### src/hazard_params.svh
`ifndef HAZARD_PARAMS_SVH
`define HAZARD_PARAMS_SVH

// Source operands checked: rs and rt in D, then rs and rt in E
`define NUM_OPERANDS 4

`define REG_ADDR_W   5   // 32 general registers

// F, D, E, M, W
`define NUM_STAGES   5

`endif
### src/hazard_pkg.sv
`default_nettype none

`include "hazard_params.svh"

package hazard_pkg;

    typedef logic [`REG_ADDR_W-1:0] reg_addr_t;
    typedef logic [1:0]             fwd_sel_t;
    typedef logic [`NUM_STAGES-1:0] stage_vec_t;   // {f, d, e, m, w}

    // Forward select codes
    localparam fwd_sel_t FWD_RF = 2'd0;   // Register file value
    localparam fwd_sel_t FWD_W  = 2'd1;
    localparam fwd_sel_t FWD_M  = 2'd2;

    // Bit positions inside a stage vector, f is the MSB
    localparam int STG_F = 4;
    localparam int STG_D = 3;
    localparam int STG_E = 2;
    localparam int STG_M = 1;
    localparam int STG_W = 0;

endpackage

`default_nettype wire

### src/hazard_unit.sv
`default_nettype none
`timescale 1ns/1ps

`include "hazard_params.svh"

module hazard_unit
    import hazard_pkg::*;
(
    input  logic                            clk,
    input  logic                            rst,

    input  logic                            d_valid,
    input  reg_addr_t                       d_rs,
    input  reg_addr_t                       d_rt,
    input  reg_addr_t                       d_dest,
    input  logic                            d_regwrite,
    input  logic                            d_memtoreg,
    input  logic                            d_isbranch,
    input  logic                            d_isjump,
    input  logic                            d_div_en,

    input  logic                            div_ready,
    input  logic                            imem_busy,
    input  logic                            dmem_busy,
    input  logic                            m_exc,

    output stage_vec_t                      stall,
    output stage_vec_t                      flush,
    output fwd_sel_t [`NUM_OPERANDS-1:0]    fwd_sel   // D rs, D rt, E rs, E rt
);

    reg_addr_t e_rs;
    reg_addr_t e_rt;
    reg_addr_t e_dest;
    reg_addr_t m_dest;
    reg_addr_t w_dest;
    logic      e_regwrite;
    logic      m_regwrite;
    logic      w_regwrite;
    logic      e_memtoreg;
    logic      m_memtoreg;
    logic      e_div_en;

    reg_addr_t [`NUM_OPERANDS-1:0] op_addr;
    reg_addr_t [`NUM_OPERANDS-1:0] ahead_dest;
    logic      [`NUM_OPERANDS-1:0] ahead_regwrite;
    logic      [`NUM_OPERANDS-1:0] ahead_memtoreg;
    logic      [`NUM_OPERANDS-1:0] load_hazard;
    logic      [`NUM_OPERANDS-1:0] write_hazard;

    // D operands look one stage ahead at E, E operands at M
    assign op_addr        = {e_rt, e_rs, d_rt, d_rs};
    assign ahead_dest     = {m_dest, m_dest, e_dest, e_dest};
    assign ahead_regwrite = {m_regwrite, m_regwrite, e_regwrite, e_regwrite};
    assign ahead_memtoreg = {m_memtoreg, m_memtoreg, e_memtoreg, e_memtoreg};

    stage_tracker u_tracker (
        .clk        (clk),
        .rst        (rst),
        .d_valid    (d_valid),
        .d_rs       (d_rs),
        .d_rt       (d_rt),
        .d_dest     (d_dest),
        .d_regwrite (d_regwrite),
        .d_memtoreg (d_memtoreg),
        .d_div_en   (d_div_en),
        .stall      (stall),
        .flush      (flush),
        .e_rs       (e_rs),
        .e_rt       (e_rt),
        .e_dest     (e_dest),
        .m_dest     (m_dest),
        .w_dest     (w_dest),
        .e_regwrite (e_regwrite),
        .m_regwrite (m_regwrite),
        .w_regwrite (w_regwrite),
        .e_memtoreg (e_memtoreg),
        .m_memtoreg (m_memtoreg),
        .e_div_en   (e_div_en)
    );

    for (genvar i = 0; i < `NUM_OPERANDS; i++)
    begin : g_fwd
        operand_forward u_fwd (
            .operand        (op_addr[i]),
            .ahead_dest     (ahead_dest[i]),
            .ahead_regwrite (ahead_regwrite[i]),
            .ahead_memtoreg (ahead_memtoreg[i]),
            .m_dest         (m_dest),
            .m_regwrite     (m_regwrite),
            .w_dest         (w_dest),
            .w_regwrite     (w_regwrite),
            .sel            (fwd_sel[i]),
            .load_hazard    (load_hazard[i]),
            .write_hazard   (write_hazard[i])
        );
    end

    stall_control u_stall (
        .load_hazard  (load_hazard),
        .write_hazard (write_hazard),
        .d_isbranch   (d_isbranch),
        .d_isjump     (d_isjump),
        .e_div_en     (e_div_en),
        .div_ready    (div_ready),
        .imem_busy    (imem_busy),
        .dmem_busy    (dmem_busy),
        .m_exc        (m_exc),
        .m_memtoreg   (m_memtoreg),
        .m_dest       (m_dest),
        .d_rs         (d_rs),
        .d_rt         (d_rt),
        .stall        (stall),
        .flush        (flush)
    );

endmodule

`default_nettype wire

### src/stall_control.sv
`default_nettype none
`timescale 1ns/1ps

`include "hazard_params.svh"

module stall_control
    import hazard_pkg::*;
(
    input  logic [`NUM_OPERANDS-1:0] load_hazard,
    input  logic [`NUM_OPERANDS-1:0] write_hazard,   // Bits 0 and 1 belong to D

    input  logic                     d_isbranch,
    input  logic                     d_isjump,
    input  logic                     e_div_en,
    input  logic                     div_ready,
    input  logic                     imem_busy,
    input  logic                     dmem_busy,
    input  logic                     m_exc,          // Exception or eret in M

    input  logic                     m_memtoreg,
    input  reg_addr_t                m_dest,
    input  reg_addr_t                d_rs,
    input  reg_addr_t                d_rt,

    output stage_vec_t               stall,
    output stage_vec_t               flush
);

    logic load_use;
    logic branch_wait;
    logic div_wait;
    logic m_load_hit;   // M holds a load of a D operand

    assign load_use   = |load_hazard;
    assign m_load_hit = m_memtoreg && (m_dest != '0) && ((m_dest == d_rs) || (m_dest == d_rt));

    // Branches resolve in D, so they need operands from E or a loaded value
    assign branch_wait = (d_isbranch || d_isjump)
                       && (write_hazard[0] || write_hazard[1] || m_load_hit);
    assign div_wait    = e_div_en && !div_ready;

    always_comb
    begin
        stall = '0;
        flush = '0;
        if (dmem_busy || (imem_busy && m_exc))
        begin
            stall = '1;                     // Freeze the whole pipe
        end
        else if (m_exc)
        begin
            flush        = '1;
            flush[STG_W] = 1'b0;
        end
        else if (div_wait)
        begin
            stall[STG_F] = 1'b1;
            stall[STG_D] = 1'b1;
            stall[STG_E] = 1'b1;
            flush[STG_M] = 1'b1;            // Divider result not yet there
        end
        else if (imem_busy || load_use || branch_wait)
        begin
            stall[STG_F] = 1'b1;
            stall[STG_D] = 1'b1;
            flush[STG_E] = 1'b1;            // Bubble into E
        end
    end

endmodule

`default_nettype wire

### src/operand_forward.sv
`default_nettype none
`timescale 1ns/1ps

module operand_forward
    import hazard_pkg::*;
(
    input  reg_addr_t operand,

    input  reg_addr_t ahead_dest,       // Producer one stage ahead of the operand
    input  logic      ahead_regwrite,
    input  logic      ahead_memtoreg,

    input  reg_addr_t m_dest,
    input  logic      m_regwrite,
    input  reg_addr_t w_dest,
    input  logic      w_regwrite,

    output fwd_sel_t  sel,
    output logic      load_hazard,
    output logic      write_hazard
);

    logic live;        // r0 is hardwired, it never depends on anything
    logic ahead_hit;

    assign live      = (operand != '0);
    assign ahead_hit = live && (ahead_dest == operand);

    assign load_hazard  = ahead_hit && ahead_memtoreg;
    assign write_hazard = ahead_hit && ahead_regwrite;

    // Youngest producer wins
    always_comb
    begin
        if (live && m_regwrite && (m_dest == operand))
            sel = FWD_M;
        else if (live && w_regwrite && (w_dest == operand))
            sel = FWD_W;
        else
            sel = FWD_RF;
    end

endmodule

`default_nettype wire

### src/stage_tracker.sv
`default_nettype none
`timescale 1ns/1ps

module stage_tracker
    import hazard_pkg::*;
(
    input  logic       clk,
    input  logic       rst,

    input  logic       d_valid,
    input  reg_addr_t  d_rs,
    input  reg_addr_t  d_rt,
    input  reg_addr_t  d_dest,
    input  logic       d_regwrite,
    input  logic       d_memtoreg,
    input  logic       d_div_en,

    input  stage_vec_t stall,
    input  stage_vec_t flush,

    output reg_addr_t  e_rs,
    output reg_addr_t  e_rt,
    output reg_addr_t  e_dest,
    output reg_addr_t  m_dest,
    output reg_addr_t  w_dest,
    output logic       e_regwrite,
    output logic       m_regwrite,
    output logic       w_regwrite,
    output logic       e_memtoreg,
    output logic       m_memtoreg,
    output logic       e_div_en
);

    logic d_empty;   // Nothing leaves D this cycle

    assign d_empty = stall[STG_D] || !d_valid;

    // Bubbles clear the operands too, so an empty E never matches a producer
    always_ff @(posedge clk)
    begin
        if (rst || flush[STG_E] || (!stall[STG_E] && d_empty))
        begin
            e_rs       <= '0;
            e_rt       <= '0;
            e_dest     <= '0;
            e_regwrite <= 1'b0;
            e_memtoreg <= 1'b0;
            e_div_en   <= 1'b0;
        end
        else if (!stall[STG_E])
        begin
            e_rs       <= d_rs;
            e_rt       <= d_rt;
            e_dest     <= d_dest;
            e_regwrite <= d_regwrite;
            e_memtoreg <= d_memtoreg;
            e_div_en   <= d_div_en;
        end
    end

    always_ff @(posedge clk)
    begin
        if (rst || flush[STG_M])
        begin
            m_dest     <= '0;
            m_regwrite <= 1'b0;
            m_memtoreg <= 1'b0;
        end
        else if (!stall[STG_M])
        begin
            m_dest     <= e_dest;
            m_regwrite <= e_regwrite;
            m_memtoreg <= e_memtoreg;
        end
    end

    // W is never flushed
    always_ff @(posedge clk)
    begin
        if (rst)
        begin
            w_dest     <= '0;
            w_regwrite <= 1'b0;
        end
        else if (!stall[STG_W])
        begin
            w_dest     <= m_dest;
            w_regwrite <= m_regwrite;
        end
    end

endmodule

`default_nettype wire

### config.mk
export PLATFORM = sky130hd
export DESIGN_NAME = hazard_unit
export DESIGN_NICKNAME = d
export VERILOG_FILES = /design/src/hazard_pkg.sv /design/src/hazard_unit.sv /design/src/stall_control.sv /design/src/operand_forward.sv /design/src/stage_tracker.sv
export VERILOG_INCLUDE_DIRS = /design/src
export SDC_FILE = /design/constraint.sdc
export NUM_CORES = 1
export LEC_CHECK = 0
export BUFFER_PORTS_ARGS = -buffer_cell sky130_fd_sc_hd__buf_2
export CORE_MARGIN = 1.5
export CORE_UTILIZATION = 35
export CTS_CLUSTER_DIAMETER = 30
export DETAILED_ROUTE_END_ITERATION = 16
export GPL_ROUTABILITY_DRIVEN = 0
export PLACE_DENSITY = 0.68
export SYNTH_ARGS = -nofsm -noshare
export SYNTH_HDL_FRONTEND = slang
export SYNTH_SLANG_ARGS = --single-unit
### constraint.sdc
create_clock -name clk -period 3.02 [get_ports clk]
set_input_delay 0.302 -clock clk [delete_from_list [all_inputs] [get_ports clk]]
set_output_delay 0.302 -clock clk [all_outputs]
set_load 0.01 [all_outputs]
==> results of run 1 <==
-- metrics by stage --
step                setup WS, ns  util [%]
global placement           0.622      40.0
global route               0.142      42.1
finish                     0.298      42.1
floorplan                  0.883         -
detailed placement         0.571      40.0
CTS                        0.301      42.1
-- metal layers --
metal | routed length [um] | share of wire, %
met4 | 80 | 1.4
met2 | 2780 | 49
met1 | 2490 | 44
met5 | 0 | 0
met3 | 275 | 4.9
-- flip-flops by register name, summed over array words and instances (netlist names) --
| signal | cells |
|---|---|
| u_tracker.m_regwrite | 1 |
| u_tracker.e_dest | 5 |
| u_tracker.m_memtoreg | 1 |
| u_tracker.e_memtoreg | 1 |
| u_tracker.e_rs | 5 |
| u_tracker.e_div_en | 1 |
| u_tracker.e_rt | 5 |
| u_tracker.w_regwrite | 1 |
| u_tracker.m_dest | 5 |
| u_tracker.w_dest | 5 |
| u_tracker.e_regwrite | 1 |
-- power breakdown --
part	leakage (nW)	internal, mW	switching, mW	total (mW)
Sequential	0.250	0.413	0.00638	0.420
Clock	0.0612	0.267	0.159	0.426
Combinational	0.573	0.0487	0.0748	0.124
-- layout by cell type (no fill, tap or decap), drive strengths merged --
cell type	count
clkbuf	6
xnor2	34
o21a	2
nor3b	1
nand4	5
nand2b	1
nor3	3
or4	6
xor2	16
a21oi	18
clkinv	2
o21ai	20
a21o	1
and2	2
and4	1
buf	47
dfxtp	31
nand2	47
nand3	23
bufinv	1
nor2	11
o22ai	1
o22a	1
nor4	6
inv	3
and3	1
conb	1
or2	1
-- final cells by class --
class | count | area (um^2) | area share, %
inverters | 4 | 15.0 | 0.651
flip-flops and latches | 31 | 621 | 26.9
multi-input cells | 202 | 1220 | 52.8
clock inverters | 2 | 35.0 | 1.52
clock buffers | 6 | 82.6 | 3.58
well taps | 72 | 90.1 | 3.91
repair buffers | 47 | 245 | 10.6
-- worst register-to-register path, stage by stage, from the launching register on --
cell and delay, ns:
dfxtp_1 0.35, or4_1 0.53, nor2_1 0.16, nor4_1 0.09
o21ai_1 0.27, nand4_4 0.31, o21ai_0 0.28
-- kinds of logic after synthesis --
kind of cell,count (synthesis)
buffers and inverters,29
XOR/XNOR,50
AO/OA/AOI/OAI,43
other,1
flip-flops,31
AND/OR/NAND/NOR,108
-- worst min path at each step --
stage	start	to	slack, ns	cells past startpoint
2_1_floorplan	u_tracker.e_regwrite	u_tracker.e_regwrite	0.44	2
5_1_grt	d_dest[3]	u_tracker.e_dest[3]	0.26	3
4_1_cts	d_dest[3]	u_tracker.e_dest[3]	0.26	3
6_report	d_dest[3]	u_tracker.e_dest[3]	0.26	3
3_5_place_dp	u_tracker.e_regwrite	u_tracker.e_regwrite	0.47	2
3_3_place_gp	u_tracker.e_regwrite	u_tracker.e_regwrite	0.47	2
==> summary.md, run 1 <==
| Metric | Value |
|---|---|
| Status | complete, no violations |
| Violation count after the first detailed-route iteration | 76 |
| Adder-Cell Fraction of Synth Area | 0% |
| Post-synthesis xor/xnor area fraction | 22.2% |
| Crit path max fanout | 19 |
| Met3 global-route usage | 5.12% |
| Layout cells sized above 1 | 20.9% |
| Max Clock Skew | 0.00833 ns |
| Share of the synthesized area in the top cell type | 31.5% |
| # hold bufs at CTS | 0 |
| Post-route ant nets | 0 |
| DRC | 0 |
| Fill cells | 581 |
| Slowest-stage cell, CP | or4_1 |
| Design Power | 0.969 mW |
| Crit path launch type | flip-flop |
| Normalized max-slew margin | 16.1% |
| Crit-path leading delay family | simple AND/OR/NAND/NOR gates |
| Inserted Diodes | 0 |
| Die area | 6100 um^2 |
| Post-cts resize count | 0 |
| Area Growth Syn to Fin | 16.8% |
| Worst hold path class | input pin to flip-flop |
| Root Buffer | clkbuf_8 |
| Post-Route Hold Slack | 0.259 ns |
| All-layer global routing usage | 20.1% |
| Placed Area | 2190 um^2 |
| Final instance area | 2300 um^2 |
| Mux share of post-synthesis cell area | 0% |
| R2r startpoint | u_tracker.e_rs[0] |
| Number of max-cap violations | 0 |
| Final Max Tran Viols | 0 |
| Placed insts | 356 |
| Ys async rst share | 0% |
| Post-synthesis sequential area ratio | 31.5% |
| Initial Util | 36.1% |
| Final HPWL DP | 4.06 mm |
| Slew @ Worst Pin | 1.25 ns |
| Peak supply drop | 0.206 mV |
| 1st-pass router iterations | 4 |
| Met2 Track Usage GR | 33.0% |
| Crit path DAT | 2.42 ns |
| Number of nets in the layout | 318 |
| Synth area leader | dfxtp_1 |
| Final hold vios | 0 |
| Syn nets | 289 |
| RSZ-0062 raised after global routing | false |
| YS warnings | 0 |
| Required time of the critical path | 2.72 ns |
| Max incr delay on CP | 0.53 ns |
| Worst-Skew Late Latency | 0.29 ns |
| Global-route wire length before repair | 9.37 mm |
| I/O pin cnt | 45 |
| TritonCTS clock tree | yes |
| Clk buf depth | 2 |
| Reg2reg path depth | 6 |
| Row Count | 27 |
| F_max | 0.367 GHz |
| Pleak | 0.884 nW |
| Count leader, synth | nand2_1 |
| Synthesized instance count | 262 |
| CP Cell Sequence | or4_1 > nor2_1 > nor4_1 > o21ai_1 > nand4_4 > a21o_1 > buf_2 |
| Cell variety after synth | 34 |
| Setup TNS | 0 ns |
| DR vias | 1,840 |
| Power per Cell Area | 420 nW/um^2 |
| Synth Register Bits | 31 |
| Die height | 78.1 um |
| Complex-gate fraction of the synthesized area | 11.9% |
| Final WL | 5.62 mm |
| CP Class | flip-flop to output port |
| Largest net degree at the start of global routing | 20 |
| R2R Setup Slk | 0.93 ns |
| Synth area leaders | dfxtp_1, xnor2_1, nand2_1 |
| Setup crit start | u_tracker.e_rs[0] |
| Post-layout minimum cycle time | 2.72 ns |
| Synthesized area | 1970 um^2 |
| Reg2reg end | u_tracker.e_rs[4] |
| H-Tree Depth | 2 |
| Synth Flop Type | dfxtp_1 |
| Core area | 5470 um^2 |
| IO buf count | 43 |
| Vias in the first global route | 1,807 |
| Fin crit share | 90.1% |
| CP endpoint kind | output port |
| TritonCTS Sinks | 31 |
| Vias per cell | 5.05 |
| Largest family of logic cells by synthesized area | simple AND/OR/NAND/NOR gates |
| CP Buf/Inv Count | 1 |
| Synth Area in Simple Gates | 27.1% |
| Layout Cells excl Fill | 364 |
| Critical Path End | stall[4] |
| Clock-pin slew on the worst setup and hold paths | 0.07 ns |
| CP Depth | 7 |
| Wire per inst | 15.4 um |
| Grt ovf | 0 |
| Most Crowded Layer GR | met2 |
| EDFF count, synth | 0 |
| CTS buffer count | 5 |
| GR Util met1 | 25.7% |
| Post-CTS setup buffer count | 0 |
| Initial antenna violation count | 0 |
| Setup violators final | 0 |
| Avg Synthesized Cell Area | 7.53 um^2 |
| Post-synth top cells | nand2_1, xnor2_1, dfxtp_1 |
| Die X | 78.1 um |
(Power assumes the default switching activity.)
==> run 2, diff against run 1 <==
--- a/config.mk
+++ b/config.mk
@@ -8,11 +8,11 @@
 export LEC_CHECK = 0
 export BUFFER_PORTS_ARGS = -buffer_cell sky130_fd_sc_hd__buf_2
 export CORE_MARGIN = 1.5
-export CORE_UTILIZATION = 35
+export CORE_UTILIZATION = 30
 export CTS_CLUSTER_DIAMETER = 30
 export DETAILED_ROUTE_END_ITERATION = 16
 export GPL_ROUTABILITY_DRIVEN = 0
-export PLACE_DENSITY = 0.68
+export PLACE_DENSITY = 0.61
 export SYNTH_ARGS = -nofsm -noshare
 export SYNTH_HDL_FRONTEND = slang
 export SYNTH_SLANG_ARGS = --single-unit
==> run 2 against run 1 <==
Against the previous run: global-route usage shrank 3.3 points; non-clock buffer count grew 1; wire length shrank 0.28%; clock skew shrank 0.0027 ns; clock power is essentially flat; die area grew 16%; design area grew 0.60%; combinational power is essentially flat; count of clock-buffer cells in the layout is the same; final cell count grew 1.6%; hold slack lost 0.011 ns; power grew 0.32%; critical endpoint unchanged; largest cell class unchanged; highest routed layer unchanged.
==> summary.md, run 2 (same netlist as run 1, synthesis figures left out) <==
| Metric | Value |
|---|---|
| Status | complete, no violations |
| Max incr delay on CP | 0.52 ns (about the same) |
| Post-layout minimum cycle time | 2.70 ns (-0.0219 ns) |
| Initial antenna violation count | 0 (unchanged) |
| Post-CTS setup buffer count | 0 (unchanged) |
| H-Tree Depth | 2 (unchanged) |
| TritonCTS clock tree | yes |
| # hold bufs at CTS | 0 (unchanged) |
| Setup TNS | 0 ns (unchanged) |
| DR vias | 1,864 (+1.3%) |
| Final hold vios | 0 (unchanged) |
| Worst hold path class | input pin to flip-flop |
| Pleak | 0.889 nW (+0.57%) |
| Layout cells sized above 1 | 21.2% (+0.27 points) |
| Peak supply drop | 0.200 mV (-2.9%) |
| Number of max-cap violations | 0 (unchanged) |
| Die area | 7070 um^2 (+16%) |
| Crit path DAT | 2.40 ns (-0.02 ns) |
| CP endpoint kind | output port |
| Number of nets in the layout | 319 (+0.31%) |
| Crit-path leading delay family | simple AND/OR/NAND/NOR gates |
| I/O pin cnt | 45 (unchanged) |
| Layout Cells excl Fill | 370 (+1.6%) |
| CP Buf/Inv Count | 1 (unchanged) |
| IO buf count | 43 (unchanged) |
| Required time of the critical path | 2.72 ns (about the same) |
| Commonest non-fill, non-tap cell in the layout | nand2_1 |
| CP Cell Sequence | or4_1 > nor2_1 > nor4_1 > o21ai_1 > nand4_4 > a21o_1 > buf_2 |
| Vias in the first global route | 1,784 (-1.3%) |
| Max Clock Skew | 0.00565 ns (-0.00269 ns) |
| Grt ovf | 0 (unchanged) |
| Fill cells | 665 (+14%) |
| Violation count after the first detailed-route iteration | 107 (+41%) |
| All-layer global routing usage | 16.8% (-3.3 points) |
| DRC | 0 (unchanged) |
| Final Max Tran Viols | 0 (unchanged) |
| Crit path launch type | flip-flop |
| CTS buffer count | 5 (unchanged) |
| Fin crit share | 89.4% (-0.73 points) |
| Vias per cell | 5.04 (-0.34%) |
| Slowest-stage cell, CP | or4_1 |
| Power per Cell Area | 419 nW/um^2 (-0.28%) |
| Wire per inst | 15.1 um (-1.9%) |
| Worst-Skew Late Latency | 0.29 ns (about the same) |
| Clk buf depth | 2 (unchanged) |
| Largest net degree at the start of global routing | 21 (+5.0%) |
| CP Class | flip-flop to output port |
| Global-route wire length before repair | 9.21 mm (-1.7%) |
| Root Buffer | clkbuf_8 |
| Final WL | 5.60 mm (-0.28%) |
| RSZ-0062 raised after global routing | false |
| F_max | 0.370 GHz (+0.81%) |
| Die X | 84.1 um (+7.7%) |
| Crit path max fanout | 19 (unchanged) |
| Die height | 84.1 um (+7.7%) |
| TritonCTS Sinks | 31 (unchanged) |
| Setup violators final | 0 (unchanged) |
| Initial Util | 31.1% (-5.0 points) |
| Most frequent cells in the layout | nand2_1, buf_2, xnor2_1 |
| Core area | 6350 um^2 (+16%) |
| Inserted Diodes | 0 (unchanged) |
| Row Count | 29 (+7.4%) |
| Final HPWL DP | 4.03 mm (-0.80%) |
| 1st-pass router iterations | 4 (unchanged) |
| Placed insts | 362 (+1.7%) |
| Clock-pin slew on the worst setup and hold paths | 0.07 ns (about the same) |
| Post-cts resize count | 0 (unchanged) |
| Post-route ant nets | 0 (unchanged) |
| Area Growth Syn to Fin | 17.5% |
==> run 2: changes by cell type in the layout (fill, tap and decap cells not counted) <==
| cell | before | now |
|---|---|---|
| buf_4 | 4 | 5 |
==> run 2: layout make-up <==
| cell class | instances | area, um^2 | share of cell area (%) |
|---|---|---|---|
| inverters | 4 | 15.0 | 0.648 |
| clock inverters | 2 | 35.0 | 1.51 |
| flip-flops and latches | 31 | 621 | 26.8 |
| clock buffers | 6 | 82.6 | 3.56 |
| well taps | 77 | 96.3 | 4.16 |
| repair buffers | 48 | 253 | 10.9 |
| multi-input cells | 202 | 1220 | 52.5 |
==> run 2: worst reg2reg max path, cell delays in order, from the launching register on <==
cell	delay (ns)
dfxtp_1	0.35
or4_1	0.52
nor2_1	0.14
nor4_1	0.10
o21ai_1	0.27
nand4_4	0.32
o21ai_0	0.27
==> run 2: stage by stage <==
stage                     utilization [%]  hold slack (ns)  worst slack (ns)  total power, mW  instance area (um^2)
after detailed placement             34.7            0.474             0.577            0.554                  2200
after global routing                 36.5            0.263             0.169             1.01                  2320
after floorplan                         -            0.439             0.883            0.505                  1970
after global placement               34.7            0.468             0.602            0.553                  2200
final                                36.5            0.248             0.320            0.972                  2320
after CTS                            36.5            0.245             0.308            0.978                  2320
==> run 2: worst paths after layout <==
check | from | end | slack, ns | cells past startpoint
max | u_tracker.e_rs[0] | stall[4] | 0.32 | 7
min | d_dest[2] | u_tracker.e_dest[2] | 0.25 | 3
max reg2reg | u_tracker.e_rs[0] | u_tracker.e_rs[1] | 0.98 | 6
min reg2reg | u_tracker.e_regwrite | u_tracker.m_regwrite | 0.48 | 2
==> run 2: routing by layer <==
layer | vias to the layer above | GRT usage (%) | wire length (um) | part of all wire (%)
met1 | 878 | 21.8 | 2560 | 46
met5 | - | 0 | 0 | 0
met3 | 8 | 4.06 | 269 | 4.8
met2 | 46 | 26.9 | 2690 | 48
li1 | 932 | - | - | -
met4 | 0 | 6.26 | 76 | 1.4
==> run 2: where the power goes <==
| part | switching [mW] | internal (mW) |
|---|---|---|
| Sequential | 0.00637 | 0.413 |
| Clock | 0.161 | 0.267 |
| Combinational | 0.0747 | 0.0499 |
==> run 3, diff against run 2 <==
--- a/config.mk
+++ b/config.mk
@@ -13,6 +13,9 @@
 export DETAILED_ROUTE_END_ITERATION = 16
 export GPL_ROUTABILITY_DRIVEN = 0
 export PLACE_DENSITY = 0.61
+export RECOVER_POWER = 50
+export REMOVE_ABC_BUFFERS = 1
+export SETUP_SLACK_MARGIN = 0.2
 export SYNTH_ARGS = -nofsm -noshare
 export SYNTH_HDL_FRONTEND = slang
 export SYNTH_SLANG_ARGS = --single-unit
==> run 3 against run 2 <==
Against the previous run: via count fell by 1.2%; global-route usage decreased by 0.079 points; critical endpoint is now stall[3]; critical path type unchanged; largest power group unchanged; sequential power hardly changed.
==> summary.md, run 3 (same netlist as run 1, synthesis figures left out) <==
| Metric | Value |
|---|---|
| I/O pin cnt | 45 (unchanged) |
| All-layer global routing usage | 16.7% (-0.079 points) |
| Slew @ Worst Pin | 1.25 ns |
| Hold EP | u_tracker.e_regwrite |
| TritonCTS Sinks | 31 (unchanged) |
| Global-route wire length before repair | 9.25 mm (+0.45%) |
| Pleak | 0.848 nW (-4.6%) |
| # hold bufs at CTS | 0 (unchanged) |
| Commonest non-fill, non-tap cell in the layout | nand2_1 |
| Hold_sp | d_regwrite |
| Hold path cells | 3 (unchanged) |
| Clk buf depth | 2 (unchanged) |
| CP endpoint kind | output port |
| Inserted Diodes | 0 (unchanged) |
| Placed insts | 362 (unchanged) |
| Max Clock Skew | 0.00819 ns (+0.00254 ns) |
| Crit path launch type | flip-flop |
| H-Tree Depth | 2 (unchanged) |
| Reg2reg path depth | 7 (+1) |
| Initial antenna violation count | 0 (unchanged) |
| Die height | 84.1 um (unchanged) |
| Layout cells sized above 1 | 17.1% (-4.1 points) |
| Vias in the first global route | 1,716 (-3.8%) |
| Setup violators final | 0 (unchanged) |
| Required time of the critical path | 2.72 ns (about the same) |
| IO buf count | 43 (unchanged) |
| Sequential Power Share | 43.2% (about the same) |
| Clock Power Share | 44.2% (+0.2 points) |
| Peak supply drop | 0.253 mV (+26%) |
| Die X | 84.1 um (unchanged) |
| Final setup margin | 0.412 ns (+0.0919 ns) |
| Largest net degree at the start of global routing | 19 (-9.5%) |
| Number of max-cap violations | 0 (unchanged) |
| Layout Cells excl Fill | 370 (unchanged) |
| Worst-Skew Late Latency | 0.29 ns (about the same) |
| DR vias | 1,841 (-1.2%) |
| Root Buffer | clkbuf_8 |
| CTS buffer count | 5 (unchanged) |
| Initial Util | 31.1% (unchanged) |
| Violation count after the first detailed-route iteration | 146 (+36%) |
| Final Max Tran Viols | 0 (unchanged) |
| Crit path DAT | 2.31 ns (-0.09 ns) |
| Number of nets in the layout | 319 (unchanged) |
| Crit path max fanout | 4 (-15) |
| Final core occ | 36.3% (-0.26 points) |
| Die area | 7070 um^2 (unchanged) |
| Top Metal Used | met4 |
| WL met3 | 312 um (+16%) |
| Power per Cell Area | 422 nW/um^2 (+0.67%) |
| Metal1 wirelength | 2.66 mm (+3.6%) |
| Met2 WL | 2.73 mm (+1.3%) |
| DRC | 0 (unchanged) |
| RSZ-0062 raised after global routing | false |
| Post-Route Hold Slack | 0.255 ns (+0.00658 ns) |
| Post-route ant nets | 0 (unchanged) |
| Worst hold path class | input pin to flip-flop |
| Fin crit share | 86.4% (-3.0 points) |
| Reg2reg end | u_tracker.e_rs[0] |
| Final hold vios | 0 (unchanged) |
| Int Power | 0.727 mW (-0.39%) |
| Normalized max-slew margin | 16.5% |
| Grt ovf | 0 (unchanged) |
| Row Count | 29 (unchanged) |
| R2r startpoint | u_tracker.m_dest[4] |
| Post-layout minimum cycle time | 2.61 ns (-0.0919 ns) |
| Most frequent cells in the layout | nand2_1, xnor2_1, buf_2 |
| Post-cts resize count | 0 (unchanged) |
| Sw power | 0.245 mW (+1.0%) |
| Wire per inst | 15.6 um (+2.9%) |
| Sw Ratio | 25.2% (+0.27 points) |
| Status | complete, no violations |
| Part of the power in combinational logic | 12.6% (-0.2 points) |
| Final HPWL DP | 4.18 mm (+3.7%) |
| F_max | 0.383 GHz (+3.5%) |
| Final WL | 5.76 mm (+2.9%) |
| Core area | 6350 um^2 (unchanged) |
| Vias per cell | 4.98 (-1.2%) |
| R2R Setup Slk | 0.81 ns (-0.17 ns) |
| 1st-pass router iterations | 4 (unchanged) |
| TritonCTS clock tree | yes |
| Clock-pin slew on the worst setup and hold paths | 0.07 ns (about the same) |
| Pre-CTS WS | 0.687 ns (+0.110 ns) |
| CP Class | flip-flop to output port |
| Area Growth Syn to Fin | 16.7% |
| Post-CTS setup buffer count | 0 (unchanged) |
-- run 3: power groups by stage --
stage | clock network (mW) | registers [mW] | logic [mW]
after global routing | 0.451 | 0.420 | 0.133
after global placement | 0 | 0.429 | 0.123
final | 0.429 | 0.420 | 0.123
after detailed placement | 0 | 0.429 | 0.124
after CTS | 0.434 | 0.420 | 0.125
after floorplan | 0 | 0.427 | 0.0640
-- run 3: area by class of cell --
| class | count | area, um^2 |
|---|---|---|
| fill | 666 | 4050 |
| multi-input combinational | 202 | 1220 |
| sequential | 31 | 621 |
| timing repair buffer | 48 | 236 |
| tap | 77 | 96.3 |
| clock buffer | 6 | 82.6 |
| clock inverter | 2 | 35.0 |
| inverter | 4 | 15.0 |
-- run 3: critical path, cell delays in order, from the launching register on --
cell	delay, ns
dfxtp_1	0.36
or4_1	0.52
nor2_1	0.17
nor4_1	0.10
o21ai_1	0.35
nand4_4	0.15
a21o_1	0.22
buf_2	0.14
-- run 3: through the flow --
step | power, mW | setup TNS, ns | cell area, um^2
final | 0.972 | 0 | 2300
after global routing | 1.01 | 0 | 2300
after CTS | 0.978 | 0 | 2320
after detailed placement | 0.553 | 0 | 2200
after global placement | 0.552 | 0 | 2200
after floorplan | 0.491 | -1.54 | 1850
-- run 3: per-layer routing --
layer | track usage [%] | vias up
li1 | - | 933
met2 | 26.9 | 50
met1 | 22.4 | 853
met3 | 3.66 | 5
met5 | 0 | -
met4 | 4.92 | 0
-- run 3: worst max path at each step --
stage / start / end / slack [ns] / cells after the start
after floorplan: imem_busy / stall[3] / -0.13 / 5
after global placement: m_exc / u_tracker.e_div_en / 0.73 / 8
after detailed placement: m_exc / u_tracker.e_div_en / 0.69 / 8
after CTS: u_tracker.e_rt[0] / stall[3] / 0.43 / 7
after global routing: u_tracker.e_rt[0] / stall[3] / 0.32 / 7
final: u_tracker.e_rt[0] / stall[3] / 0.41 / 7
